===== src/alu_macros.svh =====
`ifndef ALU_MACROS_SVH
`define ALU_MACROS_SVH

// datapath and bus widths
`define ALU_DW      8
`define AXIL_AW     8
`define AXIL_DW     32

// register map, byte offsets
`define REG_A_OFS   8'h00
`define REG_X_OFS   8'h04
`define REG_Y_OFS   8'h08
`define CMD_OFS     8'h0C
`define STATUS_OFS  8'h10
`define FLAGCTL_OFS 8'h14

`endif


===== src/alu_pkg.sv =====
`default_nettype none

`include "alu_macros.svh"

package alu_pkg;

   typedef enum logic [3:0] {
      op_pass = 4'd0,
      op_and  = 4'd1,
      op_or   = 4'd2,
      op_eor  = 4'd3,
      op_add  = 4'd4,
      op_inc  = 4'd5,
      op_dec  = 4'd6,
      op_cmp  = 4'd7,
      op_asl  = 4'd8,
      op_lsr  = 4'd9,
      op_ror  = 4'd10,
      op_rol  = 4'd11
   } alu_op_t;                                   // codes 12..15 are illegal

   typedef enum logic [1:0] {
      sel_a = 2'd0,
      sel_x = 2'd1,
      sel_y = 2'd2
   } reg_sel_t;                                  // code 3 is illegal

   typedef logic [`AXIL_AW-1:0] reg_ofs_t;       // byte offset into the register map

   function automatic logic is_legal_op(alu_op_t op);
      return op <= op_rol;
   endfunction

   function automatic logic is_legal_sel(reg_sel_t sel);
      return sel inside {sel_a, sel_x, sel_y};
   endfunction

endpackage

`default_nettype wire


===== src/cpu_alu.sv =====
`timescale 1ns/1ns
`default_nettype none

`include "alu_macros.svh"

module cpu_alu (
   input  wire                    clk,
   input  wire                    rst_n,
   input  wire                    start,
   input  wire alu_pkg::alu_op_t  op,
   input  wire [`ALU_DW-1:0]      in_a,
   input  wire [`ALU_DW-1:0]      in_b,
   input  wire                    set_c,
   input  wire                    clr_c,
   output logic [`ALU_DW-1:0]     result,
   output logic                   wb_en,
   output logic                   flag_c,
   output logic                   flag_z,
   output logic                   flag_v,
   output logic                   flag_n
);

   // what the flag stage does with the registered result
   typedef enum logic [2:0] {
      post_idle,
      post_zn,
      post_add,
      post_cmp,
      post_shift
   } post_t;

   logic [`ALU_DW:0]   res_q;
   logic [`ALU_DW:0]   sum;
   logic [`ALU_DW:0]   diff;
   logic               next_c;
   logic               next_v;
   post_t              post_op;

   assign sum    = {1'b0, in_a} + {1'b0, in_b} + {{`ALU_DW{1'b0}}, flag_c};
   assign diff   = {1'b0, in_a} - {1'b0, in_b};   // bit 8 is the borrow
   assign result = res_q[`ALU_DW-1:0];

   always_ff @(posedge clk)
   begin
      if (start)
      begin
         next_v <= (in_a[`ALU_DW-1] == in_b[`ALU_DW-1]) &&
                   (sum[`ALU_DW-1] != in_a[`ALU_DW-1]);
         next_c <= 1'b0;
         case (op)
            alu_pkg::op_pass: res_q <= {1'b0, in_a};
            alu_pkg::op_and:  res_q <= {1'b0, in_a & in_b};
            alu_pkg::op_or:   res_q <= {1'b0, in_a | in_b};
            alu_pkg::op_eor:  res_q <= {1'b0, in_a ^ in_b};
            alu_pkg::op_add:  res_q <= sum;
            alu_pkg::op_inc:  res_q <= {1'b0, in_a + 1'b1};
            alu_pkg::op_dec:  res_q <= {1'b0, in_a - 1'b1};
            alu_pkg::op_cmp:  res_q <= diff;
            alu_pkg::op_asl:
            begin
               res_q  <= {in_a, 1'b0};
               next_c <= in_a[`ALU_DW-1];
            end
            alu_pkg::op_lsr:
            begin
               res_q  <= {2'b00, in_a[`ALU_DW-1:1]};
               next_c <= in_a[0];
            end
            alu_pkg::op_rol:
            begin
               res_q  <= {in_a, flag_c};            // carry shifts in at bit 0
               next_c <= in_a[`ALU_DW-1];
            end
            alu_pkg::op_ror:
            begin
               res_q  <= {1'b0, flag_c, in_a[`ALU_DW-1:1]};
               next_c <= in_a[0];
            end
            default:          res_q <= '0;
         endcase
      end
   end

   always_ff @(posedge clk)
   begin
      if (!rst_n)
      begin
         post_op <= post_idle;
         wb_en   <= 1'b0;
      end
      else
      begin
         wb_en <= start && (op != alu_pkg::op_cmp);   // compare only sets flags
         if (!start)
            post_op <= post_idle;
         else
            case (op)
               alu_pkg::op_add: post_op <= post_add;
               alu_pkg::op_cmp: post_op <= post_cmp;
               alu_pkg::op_asl,
               alu_pkg::op_lsr,
               alu_pkg::op_rol,
               alu_pkg::op_ror: post_op <= post_shift;
               default:         post_op <= post_zn;
            endcase
      end
   end

   always_ff @(posedge clk)
   begin
      if (!rst_n)
      begin
         flag_c <= 1'b0;
         flag_z <= 1'b0;
         flag_v <= 1'b0;
         flag_n <= 1'b0;
      end
      else
      begin
         if (post_op != post_idle)
         begin
            flag_z <= (res_q[`ALU_DW-1:0] == '0);
            flag_n <= res_q[`ALU_DW-1];
         end
         if (post_op == post_add)
            flag_v <= next_v;
         if (set_c)
            flag_c <= 1'b1;
         else if (clr_c)
            flag_c <= 1'b0;
         else
            case (post_op)
               post_add:   flag_c <= res_q[`ALU_DW];
               post_cmp:   flag_c <= !res_q[`ALU_DW];   // no borrow means C set
               post_shift: flag_c <= next_c;
               default:    ;
            endcase
      end
   end

   a_start_legal: assert property (@(posedge clk) disable iff (!rst_n)
      start |-> alu_pkg::is_legal_op(op));

   // a carry write must not race the operand fetch or the flag stage
   a_no_carry_ctl: assert property (@(posedge clk) disable iff (!rst_n)
      start |-> !(set_c || clr_c) [*2]);

endmodule

`default_nettype wire


===== src/alu_regs.sv =====
`timescale 1ns/1ns
`default_nettype none

`include "alu_macros.svh"

module alu_regs (
   input  wire                    clk,
   input  wire                    rst_n,
   input  wire                    host_we,
   input  wire alu_pkg::reg_sel_t host_sel,
   input  wire [`ALU_DW-1:0]      host_data,
   input  wire                    wb_en,
   input  wire alu_pkg::reg_sel_t wb_sel,
   input  wire [`ALU_DW-1:0]      wb_data,
   input  wire alu_pkg::reg_sel_t rd_sel_a,
   input  wire alu_pkg::reg_sel_t rd_sel_b,
   output logic [`ALU_DW-1:0]     rd_a,
   output logic [`ALU_DW-1:0]     rd_b
);

   logic [`ALU_DW-1:0] reg_a;
   logic [`ALU_DW-1:0] reg_x;
   logic [`ALU_DW-1:0] reg_y;
   logic               we;
   alu_pkg::reg_sel_t  wsel;
   logic [`ALU_DW-1:0] wdat;

   function automatic logic [`ALU_DW-1:0] pick(alu_pkg::reg_sel_t sel);
      case (sel)
         alu_pkg::sel_x: return reg_x;
         alu_pkg::sel_y: return reg_y;
         default:        return reg_a;
      endcase
   endfunction

   // write-back has priority over the host
   assign we   = wb_en || host_we;
   assign wsel = wb_en ? wb_sel : host_sel;
   assign wdat = wb_en ? wb_data : host_data;

   always_ff @(posedge clk)
   begin
      if (!rst_n)
      begin
         reg_a <= '0;
         reg_x <= '0;
         reg_y <= '0;
      end
      else if (we)
         case (wsel)
            alu_pkg::sel_a: reg_a <= wdat;
            alu_pkg::sel_x: reg_x <= wdat;
            alu_pkg::sel_y: reg_y <= wdat;
            default:        ;
         endcase
   end

   assign rd_a = pick(rd_sel_a);
   assign rd_b = pick(rd_sel_b);

   // controller holds host writes off while a command is in flight
   a_one_writer: assert property (@(posedge clk) disable iff (!rst_n)
      !(host_we && wb_en));

endmodule

`default_nettype wire


===== src/alu_axil_ctrl.sv =====
`timescale 1ns/1ns
`default_nettype none

`include "alu_macros.svh"

module alu_axil_ctrl (
   input  wire                      clk,
   input  wire                      rst_n,
   input  wire alu_pkg::reg_ofs_t   awaddr,
   input  wire                      awvalid,
   output logic                     awready,
   input  wire [`AXIL_DW-1:0]       wdata,
   input  wire [`AXIL_DW/8-1:0]     wstrb,
   input  wire                      wvalid,
   output logic                     wready,
   output logic [1:0]               bresp,
   output logic                     bvalid,
   input  wire                      bready,
   input  wire alu_pkg::reg_ofs_t   araddr,
   input  wire                      arvalid,
   output logic                     arready,
   output logic [`AXIL_DW-1:0]      rdata,
   output logic [1:0]               rresp,
   output logic                     rvalid,
   input  wire                      rready,
   output logic                     host_we,
   output alu_pkg::reg_sel_t        host_sel,
   output logic [`ALU_DW-1:0]       host_data,
   output logic                     start,
   output alu_pkg::alu_op_t         op,
   output alu_pkg::reg_sel_t        cmd_sel_a,
   output alu_pkg::reg_sel_t        cmd_sel_b,
   output alu_pkg::reg_sel_t        wb_sel,
   output logic                     set_c,
   output logic                     clr_c,
   input  wire                      flag_c,
   input  wire                      flag_z,
   input  wire                      flag_v,
   input  wire                      flag_n,
   input  wire [`ALU_DW-1:0]        rd_a,
   input  wire [`ALU_DW-1:0]        rd_b
);

   localparam logic [1:0] resp_okay   = 2'b00;
   localparam logic [1:0] resp_slverr = 2'b10;

   logic                   aw_held;
   logic                   w_held;
   alu_pkg::reg_ofs_t      aw_addr_q;
   logic [`AXIL_DW-1:0]    w_data_q;
   logic [`AXIL_DW/8-1:0]  w_strb_q;
   alu_pkg::reg_ofs_t      wr_addr;
   logic [`AXIL_DW-1:0]    wr_data;
   logic [`AXIL_DW/8-1:0]  wr_strb;
   logic                   wr_go;
   logic                   wr_is_reg;
   logic                   cmd_ok;
   logic                   wr_err;
   logic                   do_host;
   logic                   do_cmd;
   logic                   do_flag;
   alu_pkg::reg_sel_t      wr_sel;
   alu_pkg::reg_sel_t      sel_a_q;
   alu_pkg::reg_sel_t      sel_b_q;
   logic [1:0]             busy_cnt;
   logic                   busy;
   logic                   ar_is_reg;
   logic [`AXIL_DW-1:0]    status_word;

   assign busy = (busy_cnt != 2'd0);

   // one write at a time, nothing accepted while a command runs
   assign awready = !aw_held && !bvalid && !busy;
   assign wready  = !w_held && !bvalid && !busy;

   assign wr_addr = aw_held ? aw_addr_q : awaddr;
   assign wr_data = w_held ? w_data_q : wdata;
   assign wr_strb = w_held ? w_strb_q : wstrb;
   assign wr_go   = (aw_held || (awvalid && awready)) && (w_held || (wvalid && wready));

   assign wr_is_reg = (wr_addr == `REG_A_OFS) || (wr_addr == `REG_X_OFS) ||
                      (wr_addr == `REG_Y_OFS);
   assign cmd_ok = alu_pkg::is_legal_op(alu_pkg::alu_op_t'(wr_data[3:0])) &&
                   alu_pkg::is_legal_sel(alu_pkg::reg_sel_t'(wr_data[5:4])) &&
                   alu_pkg::is_legal_sel(alu_pkg::reg_sel_t'(wr_data[7:6])) &&
                   alu_pkg::is_legal_sel(alu_pkg::reg_sel_t'(wr_data[9:8]));
   assign wr_err = !(wr_is_reg || (wr_addr == `FLAGCTL_OFS) ||
                     ((wr_addr == `CMD_OFS) && cmd_ok));

   // lanes not strobed make the write a no-op, still OKAY
   assign do_host = wr_go && wr_is_reg && wr_strb[0];
   assign do_cmd  = wr_go && (wr_addr == `CMD_OFS) && cmd_ok && (wr_strb[1:0] == 2'b11);
   assign do_flag = wr_go && (wr_addr == `FLAGCTL_OFS) && wr_strb[0];

   always_comb
   begin
      case (wr_addr)
         `REG_X_OFS: wr_sel = alu_pkg::sel_x;
         `REG_Y_OFS: wr_sel = alu_pkg::sel_y;
         default:    wr_sel = alu_pkg::sel_a;
      endcase
   end

   always_ff @(posedge clk)
   begin
      if (!rst_n)
      begin
         aw_held  <= 1'b0;
         w_held   <= 1'b0;
         bvalid   <= 1'b0;
         host_we  <= 1'b0;
         start    <= 1'b0;
         set_c    <= 1'b0;
         clr_c    <= 1'b0;
         busy_cnt <= 2'd0;
      end
      else
      begin
         host_we <= do_host;
         start   <= do_cmd;
         set_c   <= do_flag && wr_data[0];
         clr_c   <= do_flag && wr_data[1] && !wr_data[0];   // set wins
         if (do_cmd)
            busy_cnt <= 2'd2;                  // busy through start and write-back
         else if (busy)
            busy_cnt <= busy_cnt - 2'd1;
         if (wr_go)
         begin
            aw_held <= 1'b0;
            w_held  <= 1'b0;
            bvalid  <= 1'b1;
         end
         else
         begin
            if (awvalid && awready)
               aw_held <= 1'b1;
            if (wvalid && wready)
               w_held <= 1'b1;
            if (bvalid && bready)
               bvalid <= 1'b0;
         end
      end
   end

   always_ff @(posedge clk)
   begin
      if (awvalid && awready)
         aw_addr_q <= awaddr;
      if (wvalid && wready)
      begin
         w_data_q <= wdata;
         w_strb_q <= wstrb;
      end
      if (wr_go)
         bresp <= wr_err ? resp_slverr : resp_okay;
      if (do_host)
      begin
         host_sel  <= wr_sel;
         host_data <= wr_data[`ALU_DW-1:0];
      end
      if (do_cmd)
      begin
         op      <= alu_pkg::alu_op_t'(wr_data[3:0]);
         sel_a_q <= alu_pkg::reg_sel_t'(wr_data[5:4]);
         sel_b_q <= alu_pkg::reg_sel_t'(wr_data[7:6]);
         wb_sel  <= alu_pkg::reg_sel_t'(wr_data[9:8]);
      end
   end

   // idle read path borrows the ports, A and X on port a, Y on port b
   assign cmd_sel_a = busy ? sel_a_q :
                      ((araddr == `REG_X_OFS) ? alu_pkg::sel_x : alu_pkg::sel_a);
   assign cmd_sel_b = busy ? sel_b_q : alu_pkg::sel_y;

   assign ar_is_reg = (araddr == `REG_A_OFS) || (araddr == `REG_X_OFS) ||
                      (araddr == `REG_Y_OFS);
   assign arready   = !rvalid && !(busy && ar_is_reg);

   assign status_word = {{(`AXIL_DW-9){1'b0}}, busy, 4'b0000, flag_n, flag_v, flag_z, flag_c};

   always_ff @(posedge clk)
   begin
      if (!rst_n)
         rvalid <= 1'b0;
      else if (arvalid && arready)
         rvalid <= 1'b1;
      else if (rready)
         rvalid <= 1'b0;
   end

   always_ff @(posedge clk)
   begin
      if (arvalid && arready)
      begin
         rresp <= resp_okay;
         rdata <= '0;
         case (araddr)
            `REG_A_OFS,
            `REG_X_OFS:   rdata <= {{(`AXIL_DW-`ALU_DW){1'b0}}, rd_a};
            `REG_Y_OFS:   rdata <= {{(`AXIL_DW-`ALU_DW){1'b0}}, rd_b};
            `STATUS_OFS:  rdata <= status_word;
            `CMD_OFS,
            `FLAGCTL_OFS: ;                      // write-only, reads as zero
            default:      rresp <= resp_slverr;
         endcase
      end
   end

   a_bvalid_hold: assert property (@(posedge clk) disable iff (!rst_n)
      bvalid && !bready |=> bvalid && $stable(bresp));

   a_rvalid_hold: assert property (@(posedge clk) disable iff (!rst_n)
      rvalid && !rready |=> rvalid && $stable(rdata) && $stable(rresp));

   a_start_idle: assert property (@(posedge clk) disable iff (!rst_n)
      start |-> !$past(busy));

endmodule

`default_nettype wire


===== src/alu_core_top.sv =====
`timescale 1ns/1ns
`default_nettype none

`include "alu_macros.svh"

module alu_core_top (
   input  wire                      clk,
   input  wire                      rst_n,
   input  wire alu_pkg::reg_ofs_t   awaddr,
   input  wire                      awvalid,
   output logic                     awready,
   input  wire [`AXIL_DW-1:0]       wdata,
   input  wire [`AXIL_DW/8-1:0]     wstrb,
   input  wire                      wvalid,
   output logic                     wready,
   output logic [1:0]               bresp,
   output logic                     bvalid,
   input  wire                      bready,
   input  wire alu_pkg::reg_ofs_t   araddr,
   input  wire                      arvalid,
   output logic                     arready,
   output logic [`AXIL_DW-1:0]      rdata,
   output logic [1:0]               rresp,
   output logic                     rvalid,
   input  wire                      rready
);

   logic                host_we;
   alu_pkg::reg_sel_t   host_sel;
   logic [`ALU_DW-1:0]  host_data;
   logic                start;
   alu_pkg::alu_op_t    op;
   alu_pkg::reg_sel_t   cmd_sel_a;
   alu_pkg::reg_sel_t   cmd_sel_b;
   alu_pkg::reg_sel_t   wb_sel;
   logic                set_c;
   logic                clr_c;
   logic                flag_c;
   logic                flag_z;
   logic                flag_v;
   logic                flag_n;
   logic [`ALU_DW-1:0]  rd_a;
   logic [`ALU_DW-1:0]  rd_b;
   logic [`ALU_DW-1:0]  result;
   logic                wb_en;

   alu_axil_ctrl u_ctrl (
      .clk       (clk),
      .rst_n     (rst_n),
      .awaddr    (awaddr),
      .awvalid   (awvalid),
      .awready   (awready),
      .wdata     (wdata),
      .wstrb     (wstrb),
      .wvalid    (wvalid),
      .wready    (wready),
      .bresp     (bresp),
      .bvalid    (bvalid),
      .bready    (bready),
      .araddr    (araddr),
      .arvalid   (arvalid),
      .arready   (arready),
      .rdata     (rdata),
      .rresp     (rresp),
      .rvalid    (rvalid),
      .rready    (rready),
      .host_we   (host_we),
      .host_sel  (host_sel),
      .host_data (host_data),
      .start     (start),
      .op        (op),
      .cmd_sel_a (cmd_sel_a),
      .cmd_sel_b (cmd_sel_b),
      .wb_sel    (wb_sel),
      .set_c     (set_c),
      .clr_c     (clr_c),
      .flag_c    (flag_c),
      .flag_z    (flag_z),
      .flag_v    (flag_v),
      .flag_n    (flag_n),
      .rd_a      (rd_a),
      .rd_b      (rd_b)
   );

   alu_regs u_regs (
      .clk       (clk),
      .rst_n     (rst_n),
      .host_we   (host_we),
      .host_sel  (host_sel),
      .host_data (host_data),
      .wb_en     (wb_en),
      .wb_sel    (wb_sel),
      .wb_data   (result),
      .rd_sel_a  (cmd_sel_a),
      .rd_sel_b  (cmd_sel_b),
      .rd_a      (rd_a),
      .rd_b      (rd_b)
   );

   cpu_alu u_alu (
      .clk       (clk),
      .rst_n     (rst_n),
      .start     (start),
      .op        (op),
      .in_a      (rd_a),
      .in_b      (rd_b),
      .set_c     (set_c),
      .clr_c     (clr_c),
      .result    (result),
      .wb_en     (wb_en),
      .flag_c    (flag_c),
      .flag_z    (flag_z),
      .flag_v    (flag_v),
      .flag_n    (flag_n)
   );

endmodule

`default_nettype wire


===== config.mk =====
export PLATFORM = sky130hd
export DESIGN_NAME = alu_core_top
export DESIGN_NICKNAME = d
export VERILOG_FILES = /design/src/alu_pkg.sv /design/src/cpu_alu.sv /design/src/alu_regs.sv /design/src/alu_axil_ctrl.sv /design/src/alu_core_top.sv
export VERILOG_INCLUDE_DIRS = /design/src /design/src/src
export SDC_FILE = /design/constraint.sdc
export NUM_CORES = 1
export LEC_CHECK = 0
export BUFFER_PORTS_ARGS = -buffer_cell sky130_fd_sc_hd__buf_2
export CAP_MARGIN = 10
export CORE_UTILIZATION = 45
export CTS_BUF_LIST = sky130_fd_sc_hd__clkbuf_8
export CTS_CLUSTER_DIAMETER = 200
export DETAILED_ROUTE_END_ITERATION = 8
export GPL_ROUTABILITY_DRIVEN = 0
export PLACE_DENSITY = 0.8
export SYNTH_ARGS = -nofsm -noshare
export SYNTH_HDL_FRONTEND = slang
export SYNTH_SLANG_ARGS = --single-unit

===== constraint.sdc =====
create_clock -name clk -period 4.7 [get_ports clk]
set_input_delay 0.94 -clock clk [delete_from_list [all_inputs] [get_ports clk]]
set_output_delay 0.94 -clock clk [all_outputs]
set_load 0.005 [all_outputs]

==> out/qor.yml <==
logic_synthesis:
  avgSynthCellArea_um2: 9.82
  synth_most_common_cell: "edfxtp_1"
  synth_edf_count: 62
  ys_ff_latch: 104
  syn_inst: 670
  synth_warnings: 0
  synth.cell_area_mm2: 0.00658
  synth.distinct_cells: 85
  synth_seq_area_share_pct: 41.1
  async_flop_share_pct: 0
  dominantRegCellSynth: "edfxtp_1"
  ys_top_cells_by_area: "edfxtp_1, dfxtp_1, ha_1"
  synth_top_area_share_pct: 28.3
  synth_commonest_cells: "edfxtp_1, nand2_1, dfxtp_1, nor2_1, ha_1"
  yosys.area.top_type: "edfxtp_1"
clock_tree:
  worstSkewPairLatency_ns: 0.39
  clock_path_buffers: 2
  ctsResizeCount: 0
  hold_buffers: 0
  h-tree-depth: 3
  clk_pin_slew_ns: 0.11
  cts.sinks: 104
  cts_buffers: 9
  post-cts-setup-buffer-count: 0
  cts_tree: "built"
  cts_root_buffer: "clkbuf_8"
critical_path:
  crit_fanout: 6
  critical_path_class: "input pin to register"
  worstPathRequired_ns: 4.81
  critPathMaxStageDelay_ns: 0.45
  critPathCaptureType: "register"
  cp.arrival_ns: 4.61
  critPathSlowestCell: "o21ai_0"
  cpMostUsedCell: "ha_1"
  reg2reg_from: "u_ctrl.busy_cnt[1]"
  critPathLaunchType: "input pin"
  worstPathCellList: "buf_2 > nor3_1 > nand2_1 > or3_1 > o21ai_1 > inv_1 > ha_1 > a221o_1 > and2_1 > ha_1 > nor2b_1 > o21a_1 > o21ai_0 > mux2i_1 > o2111a_1 > o211ai_1"
  cp-startpoint: "araddr[1]"
floorplanning:
  die_y_um: 123
  fp.coreArea_mm2: 0.0141
  ioPinCount: 100
  row_count: 43
  die_x_um: 123
  dieArea_mm2: 0.0151
  start_util_pct: 46.7
detailed_routing:
  drt_iter0_markers: 695
  vias_per_cell: 5.86
  drcViolationCount: 0
  ant_nets: 0
  vias: 5446
  wl_per_cell_um: 17.4
  first_pass_iters: 5
  routed_wl_um: 16100
global_route:
  first_global_vias: 5097
  grt_antenna_before_repair: 0
  grt_pass1_wl_um: 25900
  grt_max_degree: 38
  overflow: 0
  track_usage_pct: 22.6
finish:
  syn_to_final_growth_pct: 12.4
  nNetsFinal: 838
  drive_gt1_share_pct: 21.1
  nFillCells: 1273
  post-route-util_pct: 52.4
  n_antenna_cell: 0
sta:
  relSlewSlack_pct: 24.2
  hold_viol_final: 0
  clock-skew-final_ns: 0.0167
  tightestPinTransition_ns: 1.13
  layout_setup_ws_ns: 0.206
  slew_violations: 0
  finalCritPeriodShare_pct: 95.6
  setup_viol: 0
  fmax_mhz: 223
  rsz0062_at_grt: "false"
  post-route-min-period_ns: 4.49
place:
  dpl.hpwl_um: 12000
  dp_slack_ns: -0.151
  io_buffers: 50
pwr:
  powerDensity_mw_per_mm2: 230
  leakage_uw: 0.00305
  max-vdd-ir-drop_uv: 220
run_status:
  status: "complete, no violations"
run:
  drv_cap: 0
min_path:
  hp-class: "register to register"
  min_from: "u_alu.flag_v"
==> through the flow <==
step / setup TNS [ns] / hold slack [ns] / total power, µW / area [µm²] / std cells
global placement: -0.0963 / 0.465 / 1120 / 7160 / 913
CTS: 0 / 0.493 / 1700 / 7390 / 929
detailed placement: -0.425 / 0.467 / 1120 / 7160 / 913
global route: 0 / 0.508 / 1760 / 7390 / 929
floorplan: 0 / 0.418 / 1090 / 6670 / 694
finish: 0 / 0.490 / 1700 / 7390 / 929
==> per-layer routing <==
layer | global-route usage (%) | vias to the layer above | part of all wire, %
met5 | 0 | - | 0
met4 | 9.07 | 0 | 3.1
met3 | 4.20 | 55 | 6.8
met2 | 37.2 | 265 | 47
met1 | 29.4 | 2563 | 43
li1 | - | 2563 | -
==> cells by family after synthesis <==
group	after synthesis	share of synthesized area [%]
buffers and inverters	96	7.49
AND/OR/NAND/NOR	217	17.4
XOR/XNOR	15	2.00
adder cells (fa/ha/maj)	35	7.11
multiplexers	30	5.00
AO/OA/AOI/OAI	172	19.9
flip-flops	104	41.1
other	1	0.0570
==> where the power goes <==
part	internal, µW	leakage, µW	switching, µW
combinational	42.5	0.00202	57.2
clock	225	0.000112	376
sequential	988	0.000914	13.4
==> worst max-delay path: cells and delay by family <==
kind / cells / cell delay, ns
AOI/OAI and AO/OA: 6 / 1.56
and+or+nand+nor: 5 / 1.03
adders and majority gates: 2 / 0.66
muxes: 1 / 0.25
buffers and inverters: 2 / 0.17
==> sequential cells by signal (all words and copies together) (netlist names), 2 cells and up <==
| register | cells |
|---|---|
| u_ctrl.w_data_q | 10 |
| u_regs.reg_a | 8 |
| u_ctrl.sel_a_q | 2 |
| u_ctrl.busy_cnt | 2 |
| u_alu.res_q | 9 |
| u_regs.reg_y | 8 |
| u_ctrl.rdata | 9 |
| u_regs.reg_x | 8 |
| u_alu.post_op | 3 |
| u_ctrl.w_strb_q | 2 |
| u_ctrl.host_data | 8 |
| u_ctrl.aw_addr_q | 8 |
| u_ctrl.wb_sel | 2 |
| u_ctrl.op | 4 |
| u_ctrl.host_sel | 2 |
| u_ctrl.sel_b_q | 2 |
==> cell type report <==
type / count / area (µm²) / share of cell area [%]
clock buffers: 9 / 124 / 1.68
inverters: 35 / 136 / 1.84
clock inverters: 7 / 100 / 1.35
flip-flops and latches: 104 / 2700 / 36.6
well taps: 180 / 225 / 3.05
multi-input cells: 494 / 3480 / 47.1
repair buffers: 100 / 626 / 8.46
==> final timing paths <==
check	endpoint	slack, ns	cells after the start
worst max register to register	u_alu.res_q[4]	0.60	14
worst min-delay path	u_alu.flag_v	0.49	2
worst max-delay path	u_alu.res_q[6]	0.21	16
worst min register to register	u_alu.flag_v	0.49	2
==> placed cells by master, fill, tap and decap left out, drive strengths merged, types with 3 or more instances in the layout <==
master | netlist | routed
a221o | 9 | 9
or3 | 12 | 12
fa | 4 | 4
clkbuf | 22 | 9
ha | 31 | 31
dfxtp | 42 | 42
nand3b | 6 | 6
o22ai | 12 | 12
o211a | 17 | 17
edfxtp | 62 | 62
clkinv | 1 | 4
a22o | 3 | 3
nor2 | 43 | 43
buf | 39 | 100
a221oi | 7 | 7
mux2 | 10 | 10
o21a | 6 | 6
a21oi | 23 | 23
o221ai | 7 | 7
a21o | 3 | 3
or2 | 6 | 6
xnor2 | 13 | 13
and2 | 16 | 16
a211oi | 5 | 5
mux2i | 19 | 19
inv | 34 | 38
a22oi | 6 | 6
nor4b | 3 | 3
nand3 | 12 | 12
nor4 | 6 | 6
nand2b | 10 | 10
o21ai | 34 | 34
a31oi | 12 | 12
conb | 1 | 25
nor3 | 18 | 18
nor2b | 13 | 13
nand2 | 62 | 62
o211ai | 10 | 10
(Power assumes the default switching activity.)
